`src/raster_macros.svh`:
```
`ifndef RASTER_MACROS_SVH
`define RASTER_MACROS_SVH

// Screen coordinate width
`define COORD_W 8

// Doubled delta plus sign
`define ERR_W (`COORD_W + 2)

`endif

```
`src/raster_geom_pkg.sv`:
```
`include "raster_macros.svh"

package raster_geom_pkg;

  typedef logic [`COORD_W-1:0] coord_t;

  typedef struct packed {
    coord_t x;
    coord_t y;
  } vertex_t;

  // Absolute extent of an edge along one axis
  typedef logic [`COORD_W-1:0] delta_t;

endpackage

```
`src/raster_ctrl_pkg.sv`:
```
`include "raster_macros.svh"

package raster_ctrl_pkg;

  typedef enum logic [2:0] {
    idle,
    setup,
    wait_row,
    walk_upper,
    switch_edge,
    walk_lower,
    finish
  } walk_state_t;

  typedef enum logic {
    sel_upper,
    sel_lower
  } short_sel_t;

endpackage

```
`src/edge_if.sv`:
```
`timescale 1ns/100ps
`include "raster_macros.svh"

interface edge_if;

  raster_geom_pkg::coord_t x_start;
  raster_geom_pkg::coord_t y_start;
  raster_geom_pkg::coord_t y_end;   // Last row of the edge
  raster_geom_pkg::delta_t dx;
  raster_geom_pkg::delta_t dy;
  logic                    x_neg;   // x falls as y grows

  modport src (output x_start, y_start, y_end, dx, dy, x_neg);
  modport dst (input x_start, y_start, y_end, dx, dy, x_neg);

endinterface

```
`src/vertex_setup.sv`:
```
`timescale 1ns/100ps

module vertex_setup (
  input  logic                       clk,
  input  logic                       reset_n,
  input  logic                       start,
  input  raster_geom_pkg::vertex_t   v0,
  input  raster_geom_pkg::vertex_t   v1,
  input  raster_geom_pkg::vertex_t   v2,
  input  raster_ctrl_pkg::short_sel_t short_sel,
  edge_if.src                        edge_long,
  edge_if.src                        edge_short,
  output logic                       flat_top,
  output logic                       flat_bottom
);

  raster_geom_pkg::vertex_t s0, s1, s2;
  raster_geom_pkg::vertex_t tmp;
  raster_geom_pkg::vertex_t top_q, mid_q, bot_q;
  raster_geom_pkg::vertex_t sa, sb;
  logic                     valid_q;

  // Strict compare keeps ties in input order
  always_comb begin
    s0  = v0;
    s1  = v1;
    s2  = v2;
    tmp = '0;
    if (s0.y > s1.y) begin
      tmp = s0;
      s0  = s1;
      s1  = tmp;
    end
    if (s1.y > s2.y) begin
      tmp = s1;
      s1  = s2;
      s2  = tmp;
    end
    if (s0.y > s1.y) begin
      tmp = s0;
      s0  = s1;
      s1  = tmp;
    end
  end

  always_ff @(posedge clk) begin
    if (start) begin
      top_q <= s0;
      mid_q <= s1;
      bot_q <= s2;
    end
  end

  always_ff @(posedge clk or negedge reset_n) begin
    if (!reset_n) begin
      valid_q <= 1'b0;
    end else if (start) begin
      valid_q <= 1'b1;
    end
  end

  // Short edge endpoints
  assign sa = (short_sel == raster_ctrl_pkg::sel_lower) ? mid_q : top_q;
  assign sb = (short_sel == raster_ctrl_pkg::sel_lower) ? bot_q : mid_q;

  assign edge_long.x_start = top_q.x;
  assign edge_long.y_start = top_q.y;
  assign edge_long.y_end   = bot_q.y;
  assign edge_long.x_neg   = bot_q.x < top_q.x;
  assign edge_long.dx      = edge_long.x_neg ? top_q.x - bot_q.x : bot_q.x - top_q.x;
  assign edge_long.dy      = bot_q.y - top_q.y;

  assign edge_short.x_start = sa.x;
  assign edge_short.y_start = sa.y;
  assign edge_short.y_end   = sb.y;
  assign edge_short.x_neg   = sb.x < sa.x;
  assign edge_short.dx      = edge_short.x_neg ? sa.x - sb.x : sb.x - sa.x;
  assign edge_short.dy      = sb.y - sa.y;

  assign flat_top    = valid_q && (top_q.y == mid_q.y);
  assign flat_bottom = valid_q && (mid_q.y == bot_q.y);

endmodule

```
`src/edge_walker.sv`:
```
`timescale 1ns/100ps
`include "raster_macros.svh"

module edge_walker (
  input  logic                    clk,
  input  logic                    reset_n,
  input  logic                    load,
  input  logic                    advance,
  edge_if.dst                     edge_bus,
  output raster_geom_pkg::coord_t x,
  output raster_geom_pkg::coord_t y,
  output logic                    row_reached
);

  raster_geom_pkg::coord_t    row_q;   // Row of last reported point
  logic                       fresh;   // On start row since load
  logic signed [`ERR_W-1:0]   err;
  logic                       steep;
  raster_geom_pkg::delta_t    minor, major;
  logic signed [`ERR_W-1:0]   two_minor, two_major;
  logic signed [`ERR_W-1:0]   err_init;
  logic                       at_end;
  logic                       stepping;
  raster_geom_pkg::coord_t    x_step;

  assign steep     = edge_bus.dy > edge_bus.dx;
  assign minor     = steep ? edge_bus.dx : edge_bus.dy;
  assign major     = steep ? edge_bus.dy : edge_bus.dx;
  assign two_minor = {1'b0, minor, 1'b0};
  assign two_major = {1'b0, major, 1'b0};
  assign err_init  = two_minor - {2'b00, major};

  assign at_end      = y == edge_bus.y_end;
  assign row_reached = fresh || (y != row_q);
  assign stepping    = !row_reached && !at_end;
  assign x_step      = edge_bus.x_neg ? x - 1'b1 : x + 1'b1;

  always_ff @(posedge clk or negedge reset_n) begin
    if (!reset_n) begin
      x     <= '0;
      y     <= '0;
      row_q <= '0;
      fresh <= 1'b0;
      err   <= '0;
    end else if (load) begin
      x     <= edge_bus.x_start;
      y     <= edge_bus.y_start;
      row_q <= edge_bus.y_start;
      fresh <= !advance;   // Load with advance chases the next row
      err   <= err_init;
    end else if (advance && row_reached && !at_end) begin
      row_q <= y;
      fresh <= 1'b0;
    end else if (stepping) begin
      if (err > 0) begin
        x   <= x_step;
        y   <= y + 1'b1;
        err <= err + two_minor - two_major;
      end else begin
        if (steep) begin
          y <= y + 1'b1;
        end else begin
          x <= x_step;
        end
        err <= err + two_minor;
      end
    end
  end

endmodule

```
`src/span_sequencer.sv`:
```
`timescale 1ns/100ps

module span_sequencer (
  input  logic                        clk,
  input  logic                        reset_n,
  input  logic                        start,
  input  logic                        next,
  input  logic                        long_row,
  input  logic                        short_row,
  input  logic                        flat_top,
  input  logic                        flat_bottom,
  input  raster_geom_pkg::coord_t     long_x,
  input  raster_geom_pkg::coord_t     short_x,
  input  raster_geom_pkg::coord_t     row_y,
  output logic                        load_long,
  output logic                        load_short,
  output logic                        advance,
  output raster_ctrl_pkg::short_sel_t short_sel,
  output logic                        span_valid,
  output logic                        done,
  output raster_geom_pkg::coord_t     span_xa,
  output raster_geom_pkg::coord_t     span_xb,
  output raster_geom_pkg::coord_t     span_y
);

  raster_ctrl_pkg::walk_state_t state, state_nxt;
  raster_ctrl_pkg::short_sel_t  sel_q;
  logic                         both_row;
  logic                         swap;       // Upper short edge used up
  logic                         walking;
  raster_ctrl_pkg::short_sel_t  first_sel;

  assign both_row  = long_row && short_row;
  assign walking   = (state == raster_ctrl_pkg::walk_upper) ||
                     (state == raster_ctrl_pkg::walk_lower);
  assign first_sel = flat_top ? raster_ctrl_pkg::sel_lower : raster_ctrl_pkg::sel_upper;

  // Probe cycle after advance, only a refused walker still reports its row
  assign swap = (state == raster_ctrl_pkg::switch_edge) && short_row && !long_row &&
                (sel_q == raster_ctrl_pkg::sel_upper) && !flat_bottom;

  assign load_long  = state == raster_ctrl_pkg::setup;
  assign load_short = (state == raster_ctrl_pkg::setup) || swap;
  assign advance    = ((state == raster_ctrl_pkg::wait_row) && next) || swap;

  always_comb begin
    if (state == raster_ctrl_pkg::setup) begin
      short_sel = first_sel;
    end else if (swap) begin
      short_sel = raster_ctrl_pkg::sel_lower;
    end else begin
      short_sel = sel_q;
    end
  end

  always_comb begin
    state_nxt = state;
    case (state)
      raster_ctrl_pkg::idle:     if (start) state_nxt = raster_ctrl_pkg::setup;
      raster_ctrl_pkg::setup:    state_nxt = raster_ctrl_pkg::wait_row;
      raster_ctrl_pkg::wait_row: if (next) state_nxt = raster_ctrl_pkg::switch_edge;
      raster_ctrl_pkg::switch_edge: begin
        if (both_row) begin
          state_nxt = raster_ctrl_pkg::finish;   // Both edges at bottom row
        end else if (swap || sel_q == raster_ctrl_pkg::sel_lower) begin
          state_nxt = raster_ctrl_pkg::walk_lower;
        end else begin
          state_nxt = raster_ctrl_pkg::walk_upper;
        end
      end
      raster_ctrl_pkg::walk_upper,
      raster_ctrl_pkg::walk_lower: if (both_row) state_nxt = raster_ctrl_pkg::wait_row;
      raster_ctrl_pkg::finish:   state_nxt = raster_ctrl_pkg::idle;
      default:                   state_nxt = raster_ctrl_pkg::idle;
    endcase
  end

  always_ff @(posedge clk or negedge reset_n) begin
    if (!reset_n) begin
      state      <= raster_ctrl_pkg::idle;
      sel_q      <= raster_ctrl_pkg::sel_upper;
      span_valid <= 1'b0;
      done       <= 1'b0;
    end else begin
      state      <= state_nxt;
      span_valid <= (state == raster_ctrl_pkg::setup) || (walking && both_row);
      done       <= (state == raster_ctrl_pkg::switch_edge) && both_row;
      if (state == raster_ctrl_pkg::setup) begin
        sel_q <= first_sel;
      end else if (swap) begin
        sel_q <= raster_ctrl_pkg::sel_lower;
      end
    end
  end

  // Walkers hold still until the next accepted request
  assign span_xa = long_x;
  assign span_xb = short_x;
  assign span_y  = row_y;

endmodule

```
`src/triangle_span_top.sv`:
```
`timescale 1ns/100ps

module triangle_span_top (
  input  logic                    clk,
  input  logic                    reset_n,
  input  logic                    start,
  input  raster_geom_pkg::coord_t x0,
  input  raster_geom_pkg::coord_t y0,
  input  raster_geom_pkg::coord_t x1,
  input  raster_geom_pkg::coord_t y1,
  input  raster_geom_pkg::coord_t x2,
  input  raster_geom_pkg::coord_t y2,
  input  logic                    next,
  output logic                    span_valid,
  output logic                    done,
  output raster_geom_pkg::coord_t span_xa,
  output raster_geom_pkg::coord_t span_xb,
  output raster_geom_pkg::coord_t span_y
);

  edge_if edge_long ();
  edge_if edge_short ();

  logic                        load_long, load_short, advance;
  logic                        long_row, short_row;
  logic                        flat_top, flat_bottom;
  raster_ctrl_pkg::short_sel_t short_sel;
  raster_geom_pkg::coord_t     long_x, long_y, short_x;

  vertex_setup vertex_setup_inst (
    .clk         (clk),
    .reset_n     (reset_n),
    .start       (start),
    .v0          (raster_geom_pkg::vertex_t'({x0, y0})),
    .v1          (raster_geom_pkg::vertex_t'({x1, y1})),
    .v2          (raster_geom_pkg::vertex_t'({x2, y2})),
    .short_sel   (short_sel),
    .edge_long   (edge_long),
    .edge_short  (edge_short),
    .flat_top    (flat_top),
    .flat_bottom (flat_bottom)
  );

  edge_walker long_walker (
    .clk         (clk),
    .reset_n     (reset_n),
    .load        (load_long),
    .advance     (advance),
    .edge_bus    (edge_long),
    .x           (long_x),
    .y           (long_y),
    .row_reached (long_row)
  );

  edge_walker short_walker (
    .clk         (clk),
    .reset_n     (reset_n),
    .load        (load_short),
    .advance     (advance),
    .edge_bus    (edge_short),
    .x           (short_x),
    .y           (),
    .row_reached (short_row)
  );

  span_sequencer span_sequencer_inst (
    .clk         (clk),
    .reset_n     (reset_n),
    .start       (start),
    .next        (next),
    .long_row    (long_row),
    .short_row   (short_row),
    .flat_top    (flat_top),
    .flat_bottom (flat_bottom),
    .long_x      (long_x),
    .short_x     (short_x),
    .row_y       (long_y),   // Short walker sits on the same row once both reached
    .load_long   (load_long),
    .load_short  (load_short),
    .advance     (advance),
    .short_sel   (short_sel),
    .span_valid  (span_valid),
    .done        (done),
    .span_xa     (span_xa),
    .span_xb     (span_xb),
    .span_y      (span_y)
  );

endmodule

```
`config.mk`:
```
export PLATFORM = sky130hd
export DESIGN_NAME = triangle_span_top
export DESIGN_NICKNAME = d
export VERILOG_FILES = /design/src/raster_geom_pkg.sv /design/src/raster_ctrl_pkg.sv /design/src/edge_if.sv /design/src/vertex_setup.sv /design/src/edge_walker.sv /design/src/span_sequencer.sv /design/src/triangle_span_top.sv
export VERILOG_INCLUDE_DIRS = /design/src /design/src/src
export SDC_FILE = /design/constraint.sdc
export NUM_CORES = 1
export LEC_CHECK = 0
export BUFFER_PORTS_ARGS = -buffer_cell sky130_fd_sc_hd__buf_2
export CAP_MARGIN = 40
export CORE_UTILIZATION = 41
export CTS_CLUSTER_SIZE = 14
export DETAILED_ROUTE_END_ITERATION = 16
export GPL_TIMING_DRIVEN = 0
export HOLD_SLACK_MARGIN = 0.06
export PLACE_DENSITY = 0.6
export SYNTH_ARGS = -nofsm -noshare
export SYNTH_HDL_FRONTEND = slang
export SYNTH_SLANG_ARGS = --single-unit
```
`constraint.sdc`:
```
create_clock -name clk -period 9.58 [get_ports clk]
set_input_delay 0.479 -clock clk [delete_from_list [all_inputs] [get_ports clk]]
set_output_delay 0.479 -clock clk [all_outputs]
set_load 0.01 [all_outputs]
```
== After elaboration in Yosys (flattened, before gate mapping) ==
Cells that the tools add are included.

* Logic and storage cells: 172
* Bits in latches: 0
* Memories: 0
* Register bits after elaboration: 125
* RAM bits: 0
* Output and inout port bits: 26
* Memory bits (read-only): 0

* Reduce and logical (&&, ||, !) cells: 44
* Div/mod/pow operators: 0
* Add/sub/neg operators: 18
* Shift operators: 0
* Bitwise logic cells: 1
* Muxes and demuxes: 61
* Order comparisons: 9
* Equal/unequal tests: 18
* $mul: 0

{| class="wikitable"
|+ Operator list
! operator !! number
|-
| $mux W8 || 32
|-
| $mux W16 || 8
|-
| $mux W10 || 8
|-
| $sub A8 B8 Y8 || 6
|-
| $gt A8 B8 Y1 || 5
|-
| $add A8 B1 Y8 const B || 4
|-
| $eq A8 B8 Y1 || 4
|-
| $add A10 B10 Y10 || 2
|-
| $gt A10 B1 Y1 const B || 2
|-
| $sub A10 B10 Y10 || 2
|-
| $sub A9 B8 Y10 || 2
|-
| $logic_and A1 B1 Y1 || 16
|-
| $lt A8 B8 Y1 || 2
|-
| $ne A8 B8 Y1 || 2
|-
| $sub A8 B1 Y8 const B || 2
|-
| $mux W3 || 5
|-
| $pmux W3 S5 || 1
|-
| $reduce_and A3 Y1 || 5
|-
| $ne A2 B2 Y1 const B || 4
|-
| $reduce_bool A2 Y1 || 4
|-
| $logic_or A1 B1 Y1 || 7
|-
| $mux W1 || 7
|-
| $eq A3 B2 Y1 const B || 2
|-
| $eq A3 B3 Y1 const B || 2
|-
| other kinds (9) || 17
|}

== Longest topological paths before layout ==
Gate-level depths: netlist of run 1.

* Word-level depth: 19
* Gate-level depth with buffers: 49

== By module ==
A second synthesis of run 1 with hierarchy kept.

* Cells, all modules: 1545
* Area, all modules: 13584.3 µm²

{| class="wikitable"
|+ Modules (own cells, without submodules)
! module !! instances !! cells each !! area an instance (µm²)
|-
| vertex_setup || 1 || 649 || 5780.5
|-
| edge_walker at long_walker || 1 || 427 || 3776.1
|-
| edge_walker at short_walker || 1 || 406 || 3478.3
|-
| span_sequencer || 1 || 63 || 549.3
|}

== Least setup slack after synthesis of run 1 ==
OpenSTA, ideal clock, no wires.

* Path type: register to register
* Start: register short_walker.y[6]
* End: register short_walker.err[9]
* Data required time: 9.508 ns
* Path slack: 0.021 ns
* Period minus slack after synthesis: 9.559 ns
* Data arrival time: 9.487 ns
* Cell stages (with the launch flop): 46
* Setup time: 0.072 ns
* Cells stage by stage: dfrtp_1 buf_2 xnor2_1 nand3_1 nor4_4 or3_1 buf_6 and2_4 buf_6 buf_2 buf_1 clkbuf_1 a21oi_1 ha_1 clkbuf_1 a21o_1 a21o_1 a21o_1 [10 not listed] a21oi_1 a21oi_1 clkbuf_1 mux2i_1 ha_1 fa_1 fa_1 a21o_1 a21o_1 a21o_1 a21o_1 a21o_1 a21oi_1 xor2_1 nor2_1 or3_1 a31o_1 nor2_1

* Word-level cells in the longest chain between the ends: 19
* Elaborated cells between the ends (all ways): 36
* Classes of those cells: add/sub (6); order compare (2); eq/ne (3); mux (11); reduce/logical (14)

{| class="wikitable"
|+ RTL lines
! what !! line !! text
|-
| start, declared || edge_walker.sv:11 || <nowiki>output raster_geom_pkg::coord_t y,</nowiki>
|-
| start signal, assigned || edge_walker.sv:47 || <nowiki>y <= edge_bus.y_start;</nowiki>
|-
| start signal, assigned || edge_walker.sv:57 || <nowiki>y <= y + 1'b1;</nowiki>
|-
| start signal, assigned || edge_walker.sv:61 || <nowiki>y <= y + 1'b1;</nowiki>
|-
| $ne A8 B8 Y1 || edge_walker.sv:34 || <nowiki>assign row_reached = fresh || (y != row_q);</nowiki>
|-
| $logic_or A1 B1 Y1 || edge_walker.sv:34 ||
|-
| $logic_and A1 B1 Y1 (3 in a row) || span_sequencer.sv:39 || <nowiki>assign swap = (state == raster_ctrl_pkg::switch_edge) && short_row && !long_row &&</nowiki>
|-
| $logic_and A1 B1 Y1 || span_sequencer.sv:40 || <nowiki>(sel_q == raster_ctrl_pkg::sel_upper) && !flat_bottom;</nowiki>
|-
| $mux W1 (2 in a row) || n/a ||
|-
| $mux W16, on equally long branches || vertex_setup.sv:64, vertex_setup.sv:63 ||
|-
| $sub A8 B8 Y8 or $lt A8 B8 Y1 (tied branches) || vertex_setup.sv:77, vertex_setup.sv:76 ||
|-
| $mux W8 || vertex_setup.sv:77 || <nowiki>assign edge_short.dx = edge_short.x_neg ? sa.x - sb.x : sb.x - sa.x;</nowiki>
|-
| $gt A8 B8 Y1 || edge_walker.sv:26 || <nowiki>assign steep = edge_bus.dy > edge_bus.dx;</nowiki>
|-
| $mux W8 || edge_walker.sv:27 || <nowiki>assign minor = steep ? edge_bus.dx : edge_bus.dy;</nowiki>
|-
| $add A10 B10 Y10 || edge_walker.sv:58, edge_walker.sv:65 ||
|-
| $sub A10 B10 Y10 || edge_walker.sv:58 || <nowiki>err <= err + two_minor - two_major;</nowiki>
|-
| $mux W10 || edge_walker.sv:55 || <nowiki>if (err > 0) begin</nowiki>
|-
| $mux W10 || edge_walker.sv:54 || <nowiki>end else if (stepping) begin</nowiki>
|-
| $mux W10 || edge_walker.sv:51 || <nowiki>end else if (advance && row_reached && !at_end) begin</nowiki>
|-
| $mux W10 || edge_walker.sv:45 || <nowiki>end else if (load) begin</nowiki>
|-
| end signal, assigned || edge_walker.sv:50 || <nowiki>err <= err_init;</nowiki>
|-
| end signal, assigned || edge_walker.sv:58 ||
|-
| end signal, assigned || edge_walker.sv:65 || <nowiki>err <= err + two_minor;</nowiki>
|-
| end, declared || edge_walker.sv:17 || <nowiki>logic signed [`ERR_W-1:0] err;</nowiki>
|}

Several ways; a longest one is shown, not always the timed one. The select of a mux whose other input is x is not followed.
A chain may end at the register's enable or synchronous reset.

== Worst setup path in the final report of run 1 ==
* Start: register long_walker.y[0]
* End: register short_walker.err[9]

* Word-level cells in the longest chain between the ends: 19
* Elaborated cells between the ends (all ways): 35
* Classes of those cells: add/sub (6); order compare (2); eq/ne (3); mux (11); reduce/logical (13)

{| class="wikitable"
|+ RTL lines
! what !! line
|-
| start, declared || edge_walker.sv:11
|-
| start signal, assigned || edge_walker.sv:47
|-
| start signal, assigned || edge_walker.sv:57
|-
| start signal, assigned || edge_walker.sv:61
|-
| $ne A8 B8 Y1 (*) || edge_walker.sv:34
|-
| $logic_or A1 B1 Y1 (*) || edge_walker.sv:34
|-
| $logic_not A1 Y1 (*) || span_sequencer.sv:39
|-
| $logic_and A1 B1 Y1 (*) (2 in a row) || span_sequencer.sv:39
|-
| $logic_and A1 B1 Y1 (*) || span_sequencer.sv:40
|-
| $mux W1 (2 in a row) || n/a
|-
| $mux W16, on equally long branches || vertex_setup.sv:64, vertex_setup.sv:63
|-
| $sub A8 B8 Y8 or $lt A8 B8 Y1 (tied branches) || vertex_setup.sv:77, vertex_setup.sv:76
|-
| $mux W8 || vertex_setup.sv:77
|-
| $gt A8 B8 Y1 || edge_walker.sv:26
|-
| $mux W8 || edge_walker.sv:27
|-
| $add A10 B10 Y10 || edge_walker.sv:58, edge_walker.sv:65
|-
| $sub A10 B10 Y10 || edge_walker.sv:58
|-
| $mux W10 || edge_walker.sv:55
|-
| $mux W10 || edge_walker.sv:54
|-
| $mux W10 || edge_walker.sv:51
|-
| $mux W10 || edge_walker.sv:45
|}

Every way passes the cells marked *; elsewhere a longest branch is shown, timed or not. The select of a mux whose other input is x is not followed.

==> flow_summary_export.csv, run 1 <==
group,metric,value,unit
run_status,outcome,"finished clean",
grt,grt_antenna_before_repair,0,
logic_synthesis,synth.top_cell.area_share,15.04,%
logic_synthesis,yosysWarnings,0,
drt,vias,11430,
floorplanning,num_io_pins,78,
final_layout,drive_gt1_share,13.30,%
sta,rsz0062_at_grt,"yes",
final_layout,num-fill-cells,2939,
final_layout,largest_reg_flops,16,
logic_synthesis,yosys.area.top_type,"dfrtp_1",
grt,grt_max_degree,62,
sta,period_minus_slack,9.262,ns
clocking,clkSinkCount,125,
placement,dp.cells,1991,
logic_synthesis,ys.flop_type,"dfrtp_1",
hold_path,hp-class,"in -> reg",
clocking,htreeDepth,4,
drt,drc,0,
worst_setup_path,cp-startpoint,"long_walker.y[0]$_DFFE_PN0P_",
sta,finalCritPeriodShare,96.68,%
grt,overflow,0,
clocking,clkTransAtPathRegs,0.06,ns
grt,grt_pass1_vias,10890,
logic_synthesis,yosys-mux-area-fraction,8.997,%
floorplanning,fp-row-count,64,
worst_setup_path,crit_fanout,10,
logic_synthesis,async_flop_share,61.60,%
final_layout,fin_nets,1827,
floorplanning,dieArea,31950,um^2
sta,hold_viol,0,
logic_synthesis,ys_seq_elements,125,
logic_synthesis,synth_fa_ha_area_share,16.10,%
floorplanning,dieHeight,178.8,um
worst_setup_path,slowest_stage,"fa_2",
clocking,tritoncts,"done",
logic_synthesis,synth_cell_type_count,70,
logic_synthesis,syn_area_per_cell,8.466,um^2
final_layout,reg_top3,"vertex_setup_inst.mid_q (16), long_walker.err (10), short_walker.err (10)",
final_layout,antennaDiodeCount,0,
worst_setup_path,arrival,9.62,ns
clocking,insertion_delay,0.44,ns
sta,setup_viol,0,
clocking,numCtsBuffers,17,
drt,final_antenna_net_count,0,
grt,grt_usage,23.36,%
logic_synthesis,synth_area_leaders,"dfrtp_1, ha_1, edfxtp_1, mux2i_1, xnor2_1",
worst_setup_path,required,9.94,ns
worst_setup_path,cp_slowest_stage_delay,0.47,ns
grt,grt_pass1_wl,57750,um
logic_synthesis,synth_edf_count,48,
logic_synthesis,synth_nets,1722,
floorplanning,start_util,41.76,%
logic_synthesis,synthCells,1513,
logic_synthesis,synthSimpleGateAreaFrac,15.06,%
drt,firstDrtPassIters,5,
floorplanning,die_width,178.8,um
worst_setup_path,crit_type,"reg -> reg",
worst_setup_path,critPathCaptureType,"register",
final_layout,fin_cells,2027,
clocking,clockRootBuffer,"clkbuf_16",
sta,slew_headroom,34.28,%
placement,dp_hpwl,28620,um
final_layout,regMostFlops,"vertex_setup_inst.mid_q",
drt,wl,36340,um
final_layout,area_delta_synth_final,14.57,%
drt,route.detailed.wl_per_inst,17.93,um
logic_synthesis,synth_xor_area_share,8.586,%
run,cap_violations,0,
worst_setup_path,cpMostUsedCell,"a21o_1",
clocking,clock_path_buffers,2,
sta,tightestPinTransition,0.9857,ns
logic_synthesis,synth_top_family_by_area,"compound AO/OA/AOI/OAI gates",
worst_setup_path,crit_family,"compound AO/OA/AOI/OAI gates",
worst_setup_path,reg2reg_from,"long_walker.y[0]$_DFFE_PN0P_",
placement,place.gp.congestion,0.8781,
sta,slew_viol_final,0,
drt,drt_iter0_markers,795,
worst_setup_path,worstSetupStartpointType,"register",
placement,portBuffers,77,
sta,timing.hold.ws,0.3742,ns
worst_setup_path,path_buf_inv,8,
logic_synthesis,syn-cell-area,12810,um^2
logic_synthesis,synth_compound_area_share,19.19,%
hold_path,hp-start,"x2[7]",
sta,fmax,108.0,MHz
floorplanning,coreArea,30670,um^2
logic_synthesis,synth_seq_area_share,26.30,%
sta,clock_skew,0.01334,ns
drt,vias_per_cell,5.640,
## synthesized netlist by cell type, drive strengths merged (11+ instances only)
master,instances
ha,144
nor2,131
inv,125
nand2,125
a21oi,118
o21ai,96
mux2i,90
dfrtp,77
xnor2,73
a21o,57
xor2,50
edfxtp,48
clkbuf,46
nand3,28
mux2,22
o22ai,22
nor2b,21
nor3,20
buf,17
nand2b,17
o21a,16
nand4,14
o21bai,14
fa,13
a31oi,11
and3,11
nor4,11
## path summary, 6_finish.rpt
| kind | depth (start not counted) | slack (ns) | to |
|---|---|---|---|
| max | 42 | 0.32 | short_walker.err[9]$_DFFE_PN0P_ |
| min in group asynchronous | 2 | 0.48 | long_walker.x[5]$_DFFE_PN0P_ |
| min reg2reg | 2 | 0.49 | short_walker.err[0]$_DFFE_PN0P_ |
| max in group asynchronous | 3 | 8.47 | short_walker.x[1]$_DFFE_PN0P_ |
| max reg2reg | 42 | 0.32 | short_walker.err[9]$_DFFE_PN0P_ |
| min | 3 | 0.37 | vertex_setup_inst.bot_q[15]$_DFFE_PP_ |
## cell type report
| cell class | count | area, um^2 | share of cell area (%) |
|---|---|---|---|
| Buffer | 56 | 276.5 | 1.884 |
| Multi-Input combinational cell | 1198 | 8946 | 60.96 |
| Timing Repair Buffer | 93 | 540.5 | 3.683 |
| Clock inverter | 14 | 115.1 | 0.7844 |
| Inverter | 127 | 480.5 | 3.274 |
| Tap cell | 396 | 495.5 | 3.376 |
| Clock buffer | 18 | 450.4 | 3.069 |
| Sequential cell | 125 | 3371 | 22.97 |
## through the flow
step	setup TNS [ns]	worst slack (ns)	util (%)	instance area (um^2)
after floorplan	0	0.02072	-	12810
after global placement	-12.62	-2.377	44.64	13690
after detailed placement	-13.64	-2.460	44.88	13770
after CTS	0	0.05293	47.34	14520
after global routing	-0.07200	-0.07200	47.85	14680
final	0	0.3182	47.85	14680
## routing by layer
layer / global-route usage [%] / share of wire, % / vias up
met5: 0 / 0 / -
met4: 7.415 / 2.0 / 0
met3: 2.926 / 5.3 / 45
met2: 37.14 / 45 / 337
met1: 32.75 / 47 / 5475
li1: - / - / 5576
## worst min-delay path: cells and delay by family
kind / cells / cell delay, ns
buffers and inverters: 1 / 0.11
and+or+nand+nor: 1 / 0.05
AOI/OAI and AO/OA: 1 / 0.06
## layout by cell type (no fill, tap or decap), drive strengths merged, types with 58 or more instances in the layout
cell    instances
ha            144
buf           108
a21oi         118
inv           135
o21ai          96
xnor2          73
nand2         125
dfrtp          77
clkbuf         58
nor2          131
mux2i          90
## repair_timing
action,in CTS,in global routing
buffers inserted,6,4
resized for setup,33,35
hold buffers,1,0
pin swaps,5,2
hold endpoints to repair,16,0
endpoints found under the setup margin,9,7
## kinds of logic (layout without fill, tap and decap cells)
logic type / after synthesis / in the layout
xor gates and xnor gates: 124 / 124
AOI/OAI and AO/OA: 395 / 395
DFF: 125 / 125
and+or+nand+nor: 410 / 410
muxes: 112 / 112
adders and majority gates: 157 / 157
buffers and inverters: 190 / 308
Power of run 1 is not shown: default switching activity piles up to over one toggle a cycle in this logic, so the estimate is an artifact.
==> inputs of run 2 (changes only) <==
--- a/config.mk
+++ b/config.mk
@@ -6,6 +6,7 @@
 export SDC_FILE = /design/constraint.sdc
 export NUM_CORES = 1
 export LEC_CHECK = 0
+export ABC_AREA = 1
 export BUFFER_PORTS_ARGS = -buffer_cell sky130_fd_sc_hd__buf_2
 export CAP_MARGIN = 40
 export CORE_UTILIZATION = 41
==> run 2 against run 1 <==
Die area shrank 0.61%. Non-clock buffer count is 18 lower. Routed wire length down 2.4%. Final area down 2.9%. Clock skew up 0.0074 ns. Synthesized area fell by 0.62%. Sequential share of layout area rose by 0.67 points. Maximum frequency rose by 6.0%. Final cell count is 14% higher. Worst hold slack got worse by 0.040 ns. Count of clock-buffer cells in the layout did not move. Core utilization fell by 1.3 points.
==> flow_summary_export.csv, run 2 <==
group,metric,value,unit
run_status,outcome,"finished clean",
final_layout,final_common_cell,"nand2_1",
logic_synthesis,synth_nets,2015,
logic_synthesis,ys.flop_type,"dfrtp_1",
clocking,clkTransAtPathRegs,0.06,ns
sta,slew_headroom,42.78,%
placement,pre_cts_ws,0.5116,ns
floorplanning,start_util,41.61,%
final_layout,area_delta_synth_final,11.92,%
final_layout,multi_input_area,8219,um^2
logic_synthesis,synth_most_common_cell,"nand2_1",
worst_setup_path,crit_type,"reg -> reg",
floorplanning,dieArea,31760,um^2
drt,firstDrtPassIters,5,
sta,fmax,114.5,MHz
placement,place.gp.congestion,0.9307,
clocking,insertion_delay,0.45,ns
logic_synthesis,synth_cell_type_count,55,
sta,hold_viol,0,
worst_setup_path,cp_slowest_stage_delay,0.48,ns
final_layout,seq_area,3368,um^2
worst_setup_path,critPathCaptureType,"register",
floorplanning,die_width,178.2,um
worst_setup_path,crit_fanout,10,
clocking,clockRootBuffer,"clkbuf_16",
logic_synthesis,yosysWarnings,0,
logic_synthesis,synth.top_cell.area_share,15.14,%
floorplanning,num_io_pins,78,
sta,finalCritPeriodShare,91.17,%
final_layout,regMostFlops,"vertex_setup_inst.mid_q",
sta,period_minus_slack,8.735,ns
sta,tns,0,ns
clocking,tritoncts,"done",
sta,clock_skew,0.02070,ns
sta,setup_viol,0,
grt,grt_antenna_before_repair,0,
clocking,clock_path_buffers,2,
grt,grt_usage,22.99,%
logic_synthesis,async_flop_share,61.60,%
logic_synthesis,synth_edf_count,48,
sta,tightestPinTransition,0.8493,ns
logic_synthesis,ys_seq_elements,125,
placement,portBuffers,77,
floorplanning,dieHeight,178.2,um
final_layout,antennaDiodeCount,0,
clocking,numCtsBuffers,17,
sta,slew_viol_final,0,
drt,vias_per_cell,5.222,
drt,drc,0,
logic_synthesis,yosys.area.top_type,"dfrtp_1",
worst_setup_path,worstSetupStartpointType,"register",
final_layout,reg_top3,"vertex_setup_inst.mid_q (16), long_walker.err (10), short_walker.err (10)",
floorplanning,coreArea,30590,um^2
final_layout,num-fill-cells,3165,
drt,final_antenna_net_count,0,
run,cap_violations,0,
logic_synthesis,synth_area_leaders,"dfrtp_1, ha_1, nand2_1, edfxtp_1, o21ai_0",
placement,dp_hpwl,29080,um
worst_setup_path,cpMostUsedCell,"nor2_1",
worst_setup_path,arrival,9.06,ns
sta,fin_ws,0.8455,ns
clocking,clkSinkCount,125,
clocking,htreeDepth,4,
drt,drt_iter0_markers,790,
final_layout,largest_reg_flops,16,
worst_setup_path,slowest_stage,"dfrtp_1",
drt,route.detailed.wl_per_inst,15.31,um
logic_synthesis,synth_common_cells,"nand2_1, inv_1, o21ai_0, ha_1, nor2_1",
grt,grt_pass1_wl,57220,um
grt,overflow,0,
final_layout,layout_common_cells,"nand2_1, inv_1, o21ai_0, ha_1, nor2_1",
logic_synthesis,syn_area_per_cell,7.049,um^2
final_layout,drive_gt1_share,9.010,%
worst_setup_path,path_buf_inv,7,
grt,grt_pass1_vias,11190,
worst_setup_path,crit_family,"simple AND/OR/NAND/NOR gates",
hold_path,hp-class,"in -> reg",
sta,rsz0062_at_grt,"no",
drt,vias,12090,
logic_synthesis,synth_seq_area_share,26.46,%
worst_setup_path,required,9.90,ns
logic_synthesis,synthCells,1806,
floorplanning,fp-row-count,64,
drt,wl,35470,um
logic_synthesis,syn-cell-area,12730,um^2
final_layout,fin_nets,2116,
grt,grt_max_degree,61,
[run 2: changes by cell type in the layout (fill, tap and decap cells not counted), sizes merged, moves of 17 or more]
cell and delta:
nand3 +24, xor2 +17, mux2 -22, o22ai -19, nor2b -21, o21ai +160
a21o -55, mux2i -87, xnor2 -47, nand2 +339, inv +112, nand2b -17
[run 2: repair_timing]
item,CTS,global route
buffers inserted,0,2
endpoints found under the hold margin,17,0
hold buffers,1,0
setup endpoints to repair,0,3
gates resized for setup,0,12
[run 2: layout make-up]
| class | count | share of cell area, % |
|---|---|---|
| plain buffers | 49 | 1.625 |
| clock buffers | 18 | 3.012 |
| clock inverters | 14 | 0.7992 |
| inverters | 246 | 6.525 |
| multi-input cells | 1386 | 57.69 |
| flip-flops and latches | 125 | 23.64 |
| well taps | 396 | 3.478 |
| repair buffers | 82 | 3.232 |
[run 2: worst paths after layout]
kind,start,end,slack [ns],cells past startpoint
max in group asynchronous,reset_n,long_walker.y[2]$_DFFE_PN0P_,8.48,3
worst min register to register,long_walker.fresh$_DFFE_PN0P_,long_walker.fresh$_DFFE_PN0P_,0.48,2
worst min-delay path,x2[6],vertex_setup_inst.bot_q[14]$_DFFE_PP_,0.33,3
min in group asynchronous,reset_n,long_walker.err[8]$_DFFE_PN0P_,0.47,2
worst max register to register,short_walker.y[6]$_DFFE_PN0P_,short_walker.err[8]$_DFFE_PN0P_,0.85,52
worst max-delay path,short_walker.y[6]$_DFFE_PN0P_,short_walker.err[8]$_DFFE_PN0P_,0.85,52
[run 2: cell families (layout without fill, tap and decap cells)]
group           Yosys count  after routing  synth area share (%)
fa+ha+maj               157            157                 16.20
mux                       3              3                0.2359
buf+inv                 295            409                 9.062
xor+xnor                 93             93                 6.399
flops                   125            125                 26.46
simple gates            678            678                 21.94
compound gates          455            455                 19.71
[run 2: metal layers]
metal	part of all wire, %	vias to the layer above	global-route usage (%)
met3	4.3	31	2.579
met4	1.2	0	6.144
met2	45	283	37.03
met1	50	5581	32.47
met5	0	-	0
li1	-	6199	-
[run 2: per-stage QoR]
| step | area, um^2 | cells | util (%) | hold WS [ns] |
|---|---|---|---|---|
| after floorplan | 12730 | 1806 | - | 0.1834 |
| after global placement | 13610 | 2279 | 44.49 | 0.4683 |
| after detailed placement | 13660 | 2281 | 44.66 | 0.3923 |
| after CTS | 14210 | 2314 | 46.47 | 0.3286 |
| after global routing | 14250 | 2316 | 46.58 | 0.3507 |
| final | 14250 | 2316 | 46.58 | 0.3342 |
[run 2: tightest hold or removal path, cell delays in order]
cell     delay, ns
buf_2         0.08
nand2_1       0.04
o21ai_0       0.06
Power of run 2 is left out for the same reason.
==> inputs of run 3 (changes only) <==
--- a/config.mk
+++ b/config.mk
@@ -8,13 +8,13 @@
 export LEC_CHECK = 0
 export ABC_AREA = 1
 export BUFFER_PORTS_ARGS = -buffer_cell sky130_fd_sc_hd__buf_2
-export CAP_MARGIN = 40
+export CAP_MARGIN = 25
 export CORE_UTILIZATION = 41
 export CTS_CLUSTER_SIZE = 14
 export DETAILED_ROUTE_END_ITERATION = 16
 export GPL_TIMING_DRIVEN = 0
 export HOLD_SLACK_MARGIN = 0.06
-export PLACE_DENSITY = 0.6
+export PLACE_DENSITY = 0.56
 export SYNTH_ARGS = -nofsm -noshare
 export SYNTH_HDL_FRONTEND = slang
 export SYNTH_SLANG_ARGS = --single-unit
==> run 3 against run 2 <==
Global-route usage is 0.34 points higher. Worst hold slack improved by 0.017 ns. Non-clock buffer count rose by 1. Register-to-register slack got worse by 0.04 ns. Maximum frequency down 0.41%. Clock skew is essentially flat. Routed wire length up 1.5%. Core utilization grew 0.086 points. Sequential share of layout area about the same. Die area unchanged. Final cell count about the same. Count of clock-buffer cells in the layout unchanged. Highest routed layer unchanged.
==> flow_summary_export.csv, run 3 (synthesis results as in run 2) <==
group,metric,value,unit
floorplanning,num_io_pins,78,
grt,grt_pass1_wl,57670,um
placement,dp_hpwl,29450,um
clocking,clockRootBuffer,"clkbuf_16",
drt,route.detailed.wl_per_inst,15.54,um
sta,slew_headroom,42.33,%
worst_setup_path,endpoint,"short_walker.err[8]$_DFFE_PN0P_",
drt,firstDrtPassIters,5,
drt,vias_per_cell,5.193,
worst_setup_path,arrival,9.08,ns
worst_setup_path,ff2ff_setup_slack,0.81,ns
floorplanning,coreArea,30590,um^2
sta,tightestPinTransition,0.8560,ns
drt,drt_iter0_markers,930,
final_layout,antennaDiodeCount,0,
grt,grt_max_degree,62,
grt,grt_usage,23.33,%
final_layout,layout_common_cells,"nand2_1, inv_1, o21ai_0, ha_1, nor2_1",
clocking,htreeDepth,4,
drt,drc,0,
sta,fmax,114.0,MHz
final_layout,regMostFlops,"vertex_setup_inst.mid_q",
clocking,clock_path_buffers,2,
hold_path,hp-class,"in -> reg",
placement,portBuffers,77,
worst_setup_path,cp-startpoint,"short_walker.y[0]$_DFFE_PN0P_",
sta,clock_skew,0.02038,ns
sta,hold_viol,0,
drt,vias,12030,
final_layout,fin_nets,2117,
clocking,tritoncts,"done",
placement,dp.cells,2281,
floorplanning,start_util,41.61,%
worst_setup_path,reg2reg_depth,53,
final_layout,fin_cells,2317,
final_layout,largest_reg_flops,16,
clocking,insertion_delay,0.43,ns
clocking,clkTransAtPathRegs,0.06,ns
worst_setup_path,required,9.89,ns
worst_setup_path,reg2reg_from,"short_walker.y[0]$_DFFE_PN0P_",
grt,grt_pass1_vias,11040,
worst_setup_path,worstSetupStartpointType,"register",
clocking,numCtsBuffers,17,
run,cap_violations,0,
final_layout,final_common_cell,"nand2_1",
run_status,outcome,"finished clean",
grt,overflow,0,
sta,setup_viol,0,
worst_setup_path,r2r-end,"short_walker.err[8]$_DFFE_PN0P_",
floorplanning,die_width,178.2,um
drt,final_antenna_net_count,0,
worst_setup_path,crit_type,"reg -> reg",
worst_setup_path,critPathCaptureType,"register",
clocking,clkSinkCount,125,
placement,place.gp.congestion,0.9284,
floorplanning,dieArea,31760,um^2
final_layout,area_delta_synth_final,12.13,%
drt,wl,36020,um
worst_setup_path,slowest_stage,"dfrtp_1",
sta,slew_viol_final,0,
worst_setup_path,crit_fanout,12,
final_layout,reg_top3,"vertex_setup_inst.mid_q (16), long_walker.err (10), short_walker.err (10)",
final_layout,drive_gt1_share,8.954,%
worst_setup_path,cp_slowest_stage_delay,0.54,ns
sta,tns,0,ns
sta,period_minus_slack,8.771,ns
sta,rsz0062_at_grt,"no",
sta,finalCritPeriodShare,91.55,%
grt,grt_antenna_before_repair,0,
floorplanning,dieHeight,178.2,um
floorplanning,fp-row-count,64,
worst_setup_path,cpMostUsedCell,"nor2_1",
==> run 3: worst min-delay path by stage <==
| stage | from | endpoint | slack, ns | depth (start not counted) |
|---|---|---|---|---|
| floorplan | reset_n | long_walker.err[0]$_DFFE_PN0P_ | 0.18 | 0 |
| global placement | long_walker.fresh$_DFFE_PN0P_ | long_walker.fresh$_DFFE_PN0P_ | 0.46 | 2 |
| detailed placement | reset_n | long_walker.err[7]$_DFFE_PN0P_ | 0.39 | 1 |
| CTS | x2[3] | vertex_setup_inst.bot_q[11]$_DFFE_PP_ | 0.33 | 3 |
| global route | x2[3] | vertex_setup_inst.bot_q[11]$_DFFE_PP_ | 0.34 | 3 |
| finish | x2[3] | vertex_setup_inst.bot_q[11]$_DFFE_PP_ | 0.35 | 3 |
==> run 3: timing repair <==
| action | in CTS | in global routing |
|---|---|---|
| hold buffers | 1 | 0 |
| hold endpoints to repair | 16 | 0 |
| gates resized for setup | 0 | 10 |
| setup buffers | 0 | 3 |
| setup endpoints to repair | 0 | 4 |
==> run 3: metrics by stage <==
stage          setup slack [ns]  utilization (%)  cell area [um^2]  hold WS [ns]
2_1_floorplan             2.288                -             12730        0.1834
3_3_place_gp             0.4887            44.49             13610        0.4593
3_5_place_dp             0.4405            44.66             13660        0.3885
4_1_cts                  0.3990            46.54             14240        0.3268
5_1_grt                 0.03032            46.66             14270        0.3395
6_report                 0.8094            46.66             14270        0.3507
==> run 3: layer usage <==
metal  GRT usage [%]  share of wire [%]  vias up
met4           5.403                1.5        0
li1                -                  -     6203
met3           2.707                3.6       26
met5               0                  0        -
met2           36.53                 43      276
met1           34.07                 52     5527
==> run 3: final cells by class <==
class	instances	area (um^2)
plain buffers	49	234.0
clock buffers	18	429.2
flip-flops and latches	125	3368
well taps	396	495.5
clock inverters	14	136.4
repair buffers	83	467.9
inverters	246	929.6
multi-input cells	1386	8213
fillers	3194	16320
==> run 3: worst max-delay path, delay by kind of cell (launching register included) <==
| kind | cells | cell delay, ns |
|---|---|---|
| buffers and inverters | 7 | 1.30 |
| adder cells (fa/ha/maj) | 5 | 1.66 |
| AND/OR/NAND/NOR | 26 | 2.85 |
| XOR/XNOR | 1 | 0.20 |
| AO/OA/AOI/OAI | 14 | 2.12 |
| flip-flops | 1 | 0.54 |
Power of run 3 is left out for the same reason.
